`config.mk`:
```
export PLATFORM = sky130hd
export DESIGN_NAME = rgb_analyze_top
export DESIGN_NICKNAME = d
export VERILOG_FILES = /design/src/rtl/pix_pkg.sv /design/src/rtl/rgb_analyze_top.sv /design/src/rtl/analyze_regs.sv /design/src/rtl/frame_crc.sv /design/src/rtl/pixel_window_check.sv /design/src/rtl/video_timing_gen.sv
export SDC_FILE = /design/constraint.sdc
export NUM_CORES = 1
export LEC_CHECK = 0
export ABC_AREA = 1
export BUFFER_PORTS_ARGS = -buffer_cell sky130_fd_sc_hd__buf_2
export CAP_MARGIN = 20
export CELL_PAD_IN_SITES_DETAIL_PLACEMENT = 1
export CELL_PAD_IN_SITES_GLOBAL_PLACEMENT = 1
export CORE_UTILIZATION = 25
export DETAILED_ROUTE_END_ITERATION = 6
export HOLD_SLACK_MARGIN = 0.03
export PLACE_DENSITY = 0.57
export SETUP_SLACK_MARGIN = 0.5
export SLEW_MARGIN = 20
export SYNTH_ARGS = -nofsm -noshare
export SYNTH_HDL_FRONTEND = slang
export SYNTH_HIERARCHICAL = 1
export SYNTH_SLANG_ARGS = --single-unit
```
`constraint.sdc`:
```
create_clock -name clk -period 13.69 [get_ports clk]
set_clock_uncertainty 0.15 [all_clocks]
set_input_delay 4.107 -clock clk [delete_from_list [all_inputs] [get_ports clk]]
set_output_delay 4.107 -clock clk [all_outputs]
set_load 0.05 [all_outputs]
```
`src/rtl/pix_pkg.sv`:
```
package pix_pkg;

    //////////////////////////////
    // Pixel bus
    //////////////////////////////
    localparam int pix_per_clk = 2;                       // Pixels per clock
    localparam int bpc         = 8;                       // Bits per component
    localparam int pix_w       = pix_per_clk * 3 * bpc;   // 48 bit pixel word

    //////////////////////////////
    // Raster, clocks and lines
    //////////////////////////////
    localparam int h_active = 8;     // 8 clocks x 2 pixels = 16 px
    localparam int h_total  = 12;
    localparam int v_active = 4;
    localparam int v_total  = 6;
    localparam int hs_width = 2;     // Clocks
    localparam int vs_width = 1;     // Lines
    localparam int hcnt_w   = $clog2(h_total);
    localparam int vcnt_w   = $clog2(v_total);

    // Bad pixel counter and tolerance
    localparam int cnt_w = 16;

    // CRC-32, MSB first, seed all ones, no final xor
    localparam logic [31:0] crc_poly = 32'h04C11DB7;
    localparam logic [31:0] crc_seed = 32'hFFFF_FFFF;

    //////////////////////////////
    // APB and register map
    //////////////////////////////
    localparam int addr_w = 8;
    localparam int data_w = 32;

    localparam logic [addr_w-1:0] reg_ctrl   = 8'h00;  // Bit 0 run
    localparam logic [addr_w-1:0] reg_rwin   = 8'h04;  // Hi 15:8, lo 7:0
    localparam logic [addr_w-1:0] reg_gwin   = 8'h08;
    localparam logic [addr_w-1:0] reg_bwin   = 8'h0C;
    localparam logic [addr_w-1:0] reg_tol    = 8'h10;
    localparam logic [addr_w-1:0] reg_status = 8'h14;  // Frame no, pass, done
    localparam logic [addr_w-1:0] reg_bad    = 8'h18;
    localparam logic [addr_w-1:0] reg_crc    = 8'h1C;

endpackage
```
`src/rtl/rgb_analyze_top.sv`:
```
`timescale 1ns/10ps

module rgb_analyze_top (
    input  logic                       clk,
    input  logic                       rst_n,
    input  logic                       psel,
    input  logic                       penable,
    input  logic                       pwrite,
    input  logic [pix_pkg::addr_w-1:0] paddr,
    input  logic [pix_pkg::data_w-1:0] pwdata,
    output logic [pix_pkg::data_w-1:0] prdata,
    output logic                       pready,
    output logic                       pslverr,
    input  logic [pix_pkg::pix_w-1:0]  pix,     // Sampled with de
    output logic                       de,
    output logic                       hs,
    output logic                       vs,
    output logic                       irq
);
    import pix_pkg::*;

    logic             run;
    logic             frame_end;
    logic             res_valid;
    logic [cnt_w-1:0] bad_count;
    logic [31:0]      crc;
    logic [7:0]       r_lo, r_hi;
    logic [7:0]       g_lo, g_hi;
    logic [7:0]       b_lo, b_hi;

    //////////////////////////////
    // Raster timing
    //////////////////////////////
    video_timing_gen u_timing (
        .clk       (clk),
        .rst_n     (rst_n),
        .run       (run),
        .de        (de),
        .hs        (hs),
        .vs        (vs),
        .frame_end (frame_end)
    );

    //////////////////////////////
    // Analysis datapath
    //////////////////////////////
    pixel_window_check u_check (
        .clk       (clk),
        .rst_n     (rst_n),
        .de        (de),
        .frame_end (frame_end),
        .pix       (pix),
        .r_lo      (r_lo),
        .r_hi      (r_hi),
        .g_lo      (g_lo),
        .g_hi      (g_hi),
        .b_lo      (b_lo),
        .b_hi      (b_hi),
        .bad_count (bad_count),
        .res_valid (res_valid)   // Also strobes CRC into regs
    );

    frame_crc u_crc (
        .clk       (clk),
        .rst_n     (rst_n),
        .de        (de),
        .frame_end (frame_end),
        .pix       (pix),
        .crc       (crc)
    );

    // APB register block
    analyze_regs u_regs (
        .clk       (clk),
        .rst_n     (rst_n),
        .psel      (psel),
        .penable   (penable),
        .pwrite    (pwrite),
        .paddr     (paddr),
        .pwdata    (pwdata),
        .prdata    (prdata),
        .pready    (pready),
        .pslverr   (pslverr),
        .bad_count (bad_count),
        .crc       (crc),
        .res_valid (res_valid),
        .run       (run),
        .r_lo      (r_lo),
        .r_hi      (r_hi),
        .g_lo      (g_lo),
        .g_hi      (g_hi),
        .b_lo      (b_lo),
        .b_hi      (b_hi),
        .irq       (irq)
    );

endmodule

```
`src/rtl/analyze_regs.sv`:
```
`timescale 1ns/10ps

module analyze_regs (
    input  logic                       clk,
    input  logic                       rst_n,
    // APB slave
    input  logic                       psel,
    input  logic                       penable,
    input  logic                       pwrite,
    input  logic [pix_pkg::addr_w-1:0] paddr,
    input  logic [pix_pkg::data_w-1:0] pwdata,
    output logic [pix_pkg::data_w-1:0] prdata,
    output logic                       pready,
    output logic                       pslverr,
    // Frame results
    input  logic [pix_pkg::cnt_w-1:0]  bad_count,
    input  logic [31:0]                crc,
    input  logic                       res_valid,
    // Control
    output logic                       run,
    output logic [7:0]                 r_lo,
    output logic [7:0]                 r_hi,
    output logic [7:0]                 g_lo,
    output logic [7:0]                 g_hi,
    output logic [7:0]                 b_lo,
    output logic [7:0]                 b_hi,
    output logic                       irq
);
    import pix_pkg::*;

    logic             wr_en;      // Access phase write
    logic             addr_hit;   // Mapped offset
    logic [cnt_w-1:0] tol;
    logic             done;       // Sticky, W1C
    logic             pass;
    logic [7:0]       frame_no;
    logic [cnt_w-1:0] bad_q;
    logic [31:0]      crc_q;

    assign pready = 1'b1;         // Zero wait states
    assign wr_en  = psel && penable && pwrite;

    //////////////////////////////
    // Control registers
    //////////////////////////////
    always_ff @(posedge clk or negedge rst_n) begin
        if (!rst_n) begin
            run  <= 1'b0;
            r_lo <= 8'h00;  r_hi <= 8'hFF;   // Windows fully open
            g_lo <= 8'h00;  g_hi <= 8'hFF;
            b_lo <= 8'h00;  b_hi <= 8'hFF;
            tol  <= '0;
        end else if (wr_en) begin
            case (paddr)
                reg_ctrl: run <= pwdata[0];
                reg_rwin: {r_hi, r_lo} <= pwdata[15:0];
                reg_gwin: {g_hi, g_lo} <= pwdata[15:0];
                reg_bwin: {b_hi, b_lo} <= pwdata[15:0];
                reg_tol:  tol <= pwdata[cnt_w-1:0];
                default: ;                   // Results are read only
            endcase
        end
    end

    //////////////////////////////
    // Results and status
    //////////////////////////////
    always_ff @(posedge clk or negedge rst_n) begin
        if (!rst_n) begin
            done     <= 1'b0;
            pass     <= 1'b0;
            frame_no <= '0;
            bad_q    <= '0;
            crc_q    <= '0;
        end else if (res_valid) begin
            // New frame overrides any clear in the same cycle
            done     <= 1'b1;
            pass     <= (bad_count <= tol);
            frame_no <= frame_no + 1'b1;
            bad_q    <= bad_count;
            crc_q    <= crc;
        end else if (wr_en && (paddr == reg_status) && pwdata[0]) begin
            done <= 1'b0;                    // Ack clears irq
        end
    end

    assign irq = done;

    //////////////////////////////
    // Read decode
    //////////////////////////////
    always_comb begin
        addr_hit = 1'b1;
        prdata   = '0;
        case (paddr)
            reg_ctrl:   prdata = {{(data_w-1){1'b0}}, run};
            reg_rwin:   prdata = {16'h0, r_hi, r_lo};
            reg_gwin:   prdata = {16'h0, g_hi, g_lo};
            reg_bwin:   prdata = {16'h0, b_hi, b_lo};
            reg_tol:    prdata = {{(data_w-cnt_w){1'b0}}, tol};
            reg_status: prdata = {16'h0, frame_no, 6'h0, pass, done};
            reg_bad:    prdata = {{(data_w-cnt_w){1'b0}}, bad_q};
            reg_crc:    prdata = crc_q;
            default:    addr_hit = 1'b0;     // Hole in the map
        endcase
    end

    // Error only in access phase, reads and writes alike
    assign pslverr = psel && penable && !addr_hit;

endmodule

```
`src/rtl/frame_crc.sv`:
```
`timescale 1ns/10ps

module frame_crc (
    input  logic                     clk,
    input  logic                     rst_n,
    input  logic                     de,
    input  logic                     frame_end,
    input  logic [pix_pkg::pix_w-1:0] pix,
    output logic [31:0]              crc        // Last frame's CRC
);
    import pix_pkg::*;

    logic [31:0] crc_run;    // Running CRC of current frame
    logic [31:0] crc_next;

    // Bitwise CRC-32 over one pixel word, MSB first
    function automatic logic [31:0] crc_fold(
        input logic [31:0]      crc_in,
        input logic [pix_w-1:0] data
    );
        logic [31:0] c;
        logic        fb;
        c = crc_in;
        for (int i = pix_w - 1; i >= 0; i--) begin
            fb = c[31] ^ data[i];
            c  = {c[30:0], 1'b0} ^ (fb ? crc_poly : 32'h0);
        end
        return c;
    endfunction

    assign crc_next = crc_fold(crc_run, pix);

    //////////////////////////////
    // Running CRC
    //////////////////////////////
    always_ff @(posedge clk or negedge rst_n) begin
        if (!rst_n) begin
            crc_run <= crc_seed;
        end else if (frame_end) begin
            crc_run <= crc_seed;          // Reseed for next frame
        end else if (de) begin
            crc_run <= crc_next;
        end
    end

    // Latched result, no final inversion
    always_ff @(posedge clk) begin
        if (frame_end)
            crc <= crc_run;
    end

endmodule

```
`src/rtl/pixel_window_check.sv`:
```
`timescale 1ns/10ps

module pixel_window_check (
    input  logic                     clk,
    input  logic                     rst_n,
    input  logic                     de,
    input  logic                     frame_end,
    input  logic [pix_pkg::pix_w-1:0] pix,
    input  logic [7:0]               r_lo,
    input  logic [7:0]               r_hi,
    input  logic [7:0]               g_lo,
    input  logic [7:0]               g_hi,
    input  logic [7:0]               b_lo,
    input  logic [7:0]               b_hi,
    output logic [pix_pkg::cnt_w-1:0] bad_count,   // Last frame's count
    output logic                     res_valid     // Frame end + 1
);
    import pix_pkg::*;

    logic [bpc-1:0]   comp_r [pix_per_clk];
    logic [bpc-1:0]   comp_g [pix_per_clk];
    logic [bpc-1:0]   comp_b [pix_per_clk];
    logic             bad_pix [pix_per_clk];   // Pixel fails any window
    logic [cnt_w-1:0] bad_inc;                 // Failing pixels this clock
    logic [cnt_w-1:0] run_cnt;                 // Count so far this frame

    //////////////////////////////
    // Window compare
    //////////////////////////////
    always_comb begin
        for (int i = 0; i < pix_per_clk; i++) begin
            // Blue in low bits, red on top
            comp_b[i] = pix[i*3*bpc           +: bpc];
            comp_g[i] = pix[i*3*bpc + bpc     +: bpc];
            comp_r[i] = pix[i*3*bpc + 2*bpc   +: bpc];

            // Inclusive limits, lo and hi themselves pass
            bad_pix[i] = (comp_r[i] < r_lo) || (comp_r[i] > r_hi)
                      || (comp_g[i] < g_lo) || (comp_g[i] > g_hi)
                      || (comp_b[i] < b_lo) || (comp_b[i] > b_hi);
        end
    end

    // Population count of failing slots
    always_comb begin
        bad_inc = '0;
        for (int i = 0; i < pix_per_clk; i++) begin
            bad_inc = bad_inc + cnt_w'(bad_pix[i]);
        end
    end

    //////////////////////////////
    // Frame accumulation
    //////////////////////////////
    always_ff @(posedge clk or negedge rst_n) begin
        if (!rst_n) begin
            run_cnt   <= '0;
            res_valid <= 1'b0;
        end else begin
            res_valid <= frame_end;        // Result ready next cycle
            if (frame_end)
                run_cnt <= '0;             // Restart for next frame
            else if (de)
                run_cnt <= run_cnt + bad_inc;
        end
    end

    // Frame result, only loaded at frame end
    always_ff @(posedge clk) begin
        if (frame_end)
            bad_count <= run_cnt;
    end

endmodule

```
`src/rtl/video_timing_gen.sv`:
```
`timescale 1ns/10ps

module video_timing_gen (
    input  logic clk,
    input  logic rst_n,
    input  logic run,        // Low holds raster at origin
    output logic de,
    output logic hs,
    output logic vs,
    output logic frame_end   // Last clock of last line
);
    import pix_pkg::*;

    logic [hcnt_w-1:0] h_cnt;   // Clock within line
    logic [vcnt_w-1:0] v_cnt;   // Line within frame
    logic              h_last;
    logic              v_last;

    assign h_last = (h_cnt == hcnt_w'(h_total - 1));
    assign v_last = (v_cnt == vcnt_w'(v_total - 1));

    //////////////////////////////
    // Raster counters
    //////////////////////////////
    always_ff @(posedge clk or negedge rst_n) begin
        if (!rst_n) begin
            h_cnt <= '0;
            v_cnt <= '0;
        end else if (!run) begin
            // Stopped, park at first active pixel
            h_cnt <= '0;
            v_cnt <= '0;
        end else if (h_last) begin
            h_cnt <= '0;
            if (v_last)
                v_cnt <= '0;            // Wrap to next frame
            else
                v_cnt <= v_cnt + 1'b1;
        end else begin
            h_cnt <= h_cnt + 1'b1;
        end
    end

    //////////////////////////////
    // Strobes
    //////////////////////////////
    // Active region sits at the start of each line and frame
    assign de = run
             && (h_cnt < hcnt_w'(h_active))
             && (v_cnt < vcnt_w'(v_active));

    // Sync pulses open the blanking intervals
    assign hs = run
             && (h_cnt >= hcnt_w'(h_active))
             && (h_cnt <  hcnt_w'(h_active + hs_width));

    assign vs = run
             && (v_cnt >= vcnt_w'(v_active))
             && (v_cnt <  vcnt_w'(v_active + vs_width));

    // Single cycle, falls in vertical blanking
    assign frame_end = run && h_last && v_last;

endmodule

```
# ---- Word level (Yosys, flattened, before mapping)
# Cells that the tools add are included.
dict set report word_totals {
  reg_bits 227
  in_bits 93
  output_inout_bits 38
}
dict set report classes {
  n_addsub 5
  n_lt_le_gt_ge 19
  n_eq_ne 10
  mux 61
  bitwise_logic 96
  n_reduce_logical 33
}
# cell count
set ops {}
lappend ops {{32-bit bitwise XOR} 48}
lappend ops {{27-bit two-way mux} 48}
lappend ops {{32-bit one-hot mux with 8 select lines} 1}
lappend ops {{32-bit two-way mux} 2}
lappend ops {{8-bit > comparator} 6}
lappend ops {{8-bit less-than comparator} 6}
lappend ops {{1-bit bitwise XOR} 48}
lappend ops {{8-bit by 5-bit equality test with 1-bit output, second input constant} 4}
lappend ops {{16-bit two-way mux} 2}
lappend ops {{16-bit adder} 1}
lappend ops {{8-bit by 4-bit equality test with 1-bit output, second input constant} 2}
lappend ops {{16-bit less-or-equal comparator} 1}
lappend ops {{1-bit logical AND} 13}
lappend ops {{1-bit logical OR} 10}
lappend ops {{2-bit AND reduction} 5}
lappend ops {{3-bit two-way mux} 3}
lappend ops {{8-bit by 1-bit adder with 8-bit output, second input constant} 1}
lappend ops {{8-bit by 3-bit equality test with 1-bit output, second input constant} 1}
lappend ops {{8-bit logical NOT} 1}
lappend ops {{4-bit less-than comparator, second input constant} 2}
lappend ops {{4-bit two-way mux} 2}
lappend ops {{8-bit OR reduction} 1}
lappend ops {{3-bit less-than comparator, second input constant} 2}
lappend ops {{4-bit by 1-bit adder with 4-bit output, second input constant} 1}
lappend ops {{10 further kinds} 13}

# ---- Depth between registers and ports, before layout
dict set report logic_depth {
  word_depth 146
  mapped_depth 42
}

# ---- Cells and area by module
# Netlist, hierarchy kept.
# module n_inst cells_per_inst area_each_um2
set by_module_without_submodules {}
lappend by_module_without_submodules {frame_crc 1 1669 10003.3}
lappend by_module_without_submodules {analyze_regs 1 773 6064.6}
lappend by_module_without_submodules {pixel_window_check 1 480 3631.0}
lappend by_module_without_submodules {video_timing_gen 1 54 404.1}

# ---- Worst setup path after synthesis
# OpenSTA, ideal clock, no wires.
dict set report synth_path {
  kind {input to output}
  from {input port paddr[0] (netlist name)}
  to {output port prdata[17] (netlist name)}
  arrival_time_ps 5613
  path_slack_ps 3820
  path_stages 7
  cell_sequence {inv_1 > nand2_2 > nor3_4 > nand2_1 > buf_2 > buf_2 > nor2_1}
}
dict set report synth_via {
  elab_chain_len 2
}
# element line
set synth_lines {}
lappend synth_lines {{from (decl)} rgb_analyze_top.sv:9} ;# input logic [pix_pkg::addr_w-1:0] paddr,
lappend synth_lines {{8-bit by 5-bit equality test with 1-bit output (tied with other cells)} analyze_regs.sv:95} ;# case (paddr)
lappend synth_lines {{32-bit one-hot mux with 8 select lines *} analyze_regs.sv:95}
lappend synth_lines {{to (decl)} rgb_analyze_top.sv:11} ;# output logic [pix_pkg::data_w-1:0] prdata,
# Mark *: on every way between the ends. The rest lies on a longest branch, timed or not.

# ---- Worst setup path in the final report
dict set report layout_path {
  from {input port paddr[0] (netlist name)}
  to {output port prdata[8] (netlist name)}
}
# Same word-level chain as after synthesis.

==> flow_summary.toml <==
[yosys]
ys_async_sr_fraction_pct = 78.9
syn-num-nets = 3180
synth_flop_cell = "dfrtp_1"
yosys-top-cells-area = "nand2_1 20%, dfrtp_1 15%, nand3_1 7.4%, dfstp_2 7.3%, edfxtp_1 7.2%"
yosysWarnings = 6
yosys-top-cells-count = "1,093 x nand2_1, 363 x inv_1, 299 x nand3_1"
synth.cell_area_sq_mm = 0.0201
synth_area_per_cell_sq_um = 6.76
synth_top_area_share_pct = 20.4
synth-edff-count = 48
synth_seq_cells = 227
ys_types = 55
synth_cells = 2976
synth_area_leader_cell = "nand2_1"
seq_area_frac_synth_pct = 29.8
yosysMostFrequentCell = "nand2_1"

[global_route]
antenna_found_initial = 2
grt_pass1_vias = 18924
grt_pass1_wl_mm = 119
grt_max_degree = 82
grt_use_total_pct = 19.3
grt_overflow = 0

[drt]
dr.pass1.iters = 5
ant_nets = 0
drt_drc_violations_left = 0
drtIter0Drc = 884
totalWireLength_mm = 79.5
vias = 18929
avgRoutedWirePerCell_um = 19.1
viasPerCell = 4.55

[setup_path]
startpoint_type = "input pin"
critPathRequiredTime_ps = 9430
crit_path_top_delay_cell = "nor3_4"
arrival_ps = 6380
cp_top_family = "simple AND/OR/NAND/NOR gates"
crit_type = "in2out"
slowest_delay_ps = 640
path_buf_inv = 3
crit_fanout = 18
endpoint_kind = "primary output"
path_cells = "buf_2 > inv_1 > nand2_2 > nor3_4 > and2_1 > nand2_1 > o21ai_1 > nor2_1 > nand2_1 > buf_2"

[finish]
register_area_sq_mm = 0.00599
instances_no_fill = 4157
drive_gt1_share_pct = 16.2
fillerInstances = 9983
area_delta_synth_final_pct = 13.7
multiInputGateArea_sq_mm = 0.0124
nets = 3288

[flow_run]
maxCapViolCount = 0

[clock_network]
cts_setup_buffers = 0
clock_latency_ps = 580
hold_buffers = 0
cts.clk_slew.worst_paths_ps = 60
cts_root_buf = "clkbuf_16"
htreeDepth = 1
cts_buffer_depth = 3
cts_resized = 0
cts_inserted_buffers = 28
cts_tree = "built"
cts.sinks = 227

[hold_path]
hp-class = "reg2reg"

[die]
rows = 103
die_w_um = 286
start_util_pct = 25.4
die_area_sq_mm = 0.0816
coreArea_sq_mm = 0.0793
ios = 131
die_h_um = 286

[sta]
setup_violations = 0
fin_crit_ps = 10630
hold_ws_ps = 304
max_freq_mhz = 94.0
hold_viol_final = 0
rsz0062_at_grt = "no"
setup_tns_ps = 0
postLayoutSetupSlackWorst_ps = 3060
slew-limit-headroom_pct = 39.2
maxSlewViolCount = 0
worst_slew_pin_slew_ps = 911
finalCritPeriodShare_pct = 77.7

[place]
post-place-ws_ps = 3010
place.gp.congestion = 0.852
io_buffers = 113
dpl.hpwl_mm = 66.0
dp_cells = 4103

[outcome]
outcome = "complete, no violations"
==> metal layers <==
layer	GRT usage [%]	part of all wire (%)	vias up
met3	1.16	2.1	56
met2	34.3	49	226
li1	-	-	9595
met1	25.8	48	9052
met4	3.49	1.6	0
met5	0	0	-
==> worst paths after layout <==
kind                                               startpoint  depth (start not counted)  slack, ps                         endpoint
worst min register to register        u_crc/crc[21]$_DFFE_PP_                          2        300     u_regs/crc_q[21]$_DFFE_PN0P_
worst max register to register  u_crc/crc_run[31]$_DFFE_PN1P_                         35       8370    u_crc/crc_run[10]$_DFFE_PN1P_
worst min-delay path                  u_crc/crc[21]$_DFFE_PP_                          2        300     u_regs/crc_q[21]$_DFFE_PN0P_
min in group asynchronous                               rst_n                          1       3330  u_check/run_cnt[15]$_DFFE_PN0P_
max in group asynchronous                               rst_n                          2       8760      u_check/res_valid$_DFF_PN0_
worst max-delay path                                 paddr[0]                         10       3060                        prdata[8]
==> cells by family after synthesis <==
family | synth area share [%]
AND/OR/NAND/NOR | 41.6
buffers and inverters | 8.78
flip-flops | 29.8
adder cells (fa/ha/maj) | 6.95
other | 0.0187
XOR/XNOR | 6.63
AO/OA/AOI/OAI | 6.19
==> metrics by stage <==
step	area (sq um)	utilization, %
after global routing	22800	28.8
final	22900	28.8
after detailed placement	21900	27.6
after floorplan	20100	-
after CTS	22800	28.8
after global placement	21900	27.6
==> cells in the final DEF (no fill, tap or decap), types with 9 or more instances in the layout <==
cell type	count
dfrtp_1	122
buf_4	10
buf_2	112
nand3b_1	14
nand2_4	52
inv_1	363
edfxtp_1	48
o21ai_0	131
nand2_1	1093
nor2_1	116
nand3_2	29
dfstp_2	56
nor2_4	9
o21ai_1	16
ha_1	110
nand3_1	296
clkbuf_16	29
a21oi_1	62
nand4_1	21
nand2_2	114
xor2_1	108
inv_2	41
and3_1	15
xnor2_1	35
==> area by class of cell <==
class | instances | area share (%)
clock inverters | 12 | 0.531
clock buffers | 40 | 3.58
well taps | 1050 | 5.75
repair buffers | 124 | 2.96
flip-flops and latches | 227 | 26.2
diodes | 1 | 0.0110
inverters | 410 | 6.79
multi-input cells | 2293 | 54.2
==> worst reg2reg max path: cells and delay by family, from the launching register on <==
kind	cells	cell delay, ps
AND/OR/NAND/NOR	30	3940
flip-flops	1	610
buffers and inverters	5	540
==> flip-flops by register name, summed over array words and instances, names as in the netlist, 16 cells and up <==
name               flops
u_crc/crc_run         32
u_regs/tol            16
u_check/run_cnt       16
u_crc/crc             32
u_regs/bad_q          16
u_regs/crc_q          32
u_check/bad_count     16
Power is not shown: default switching activity piles up to over one toggle a cycle in this logic, so the estimate is an artifact.
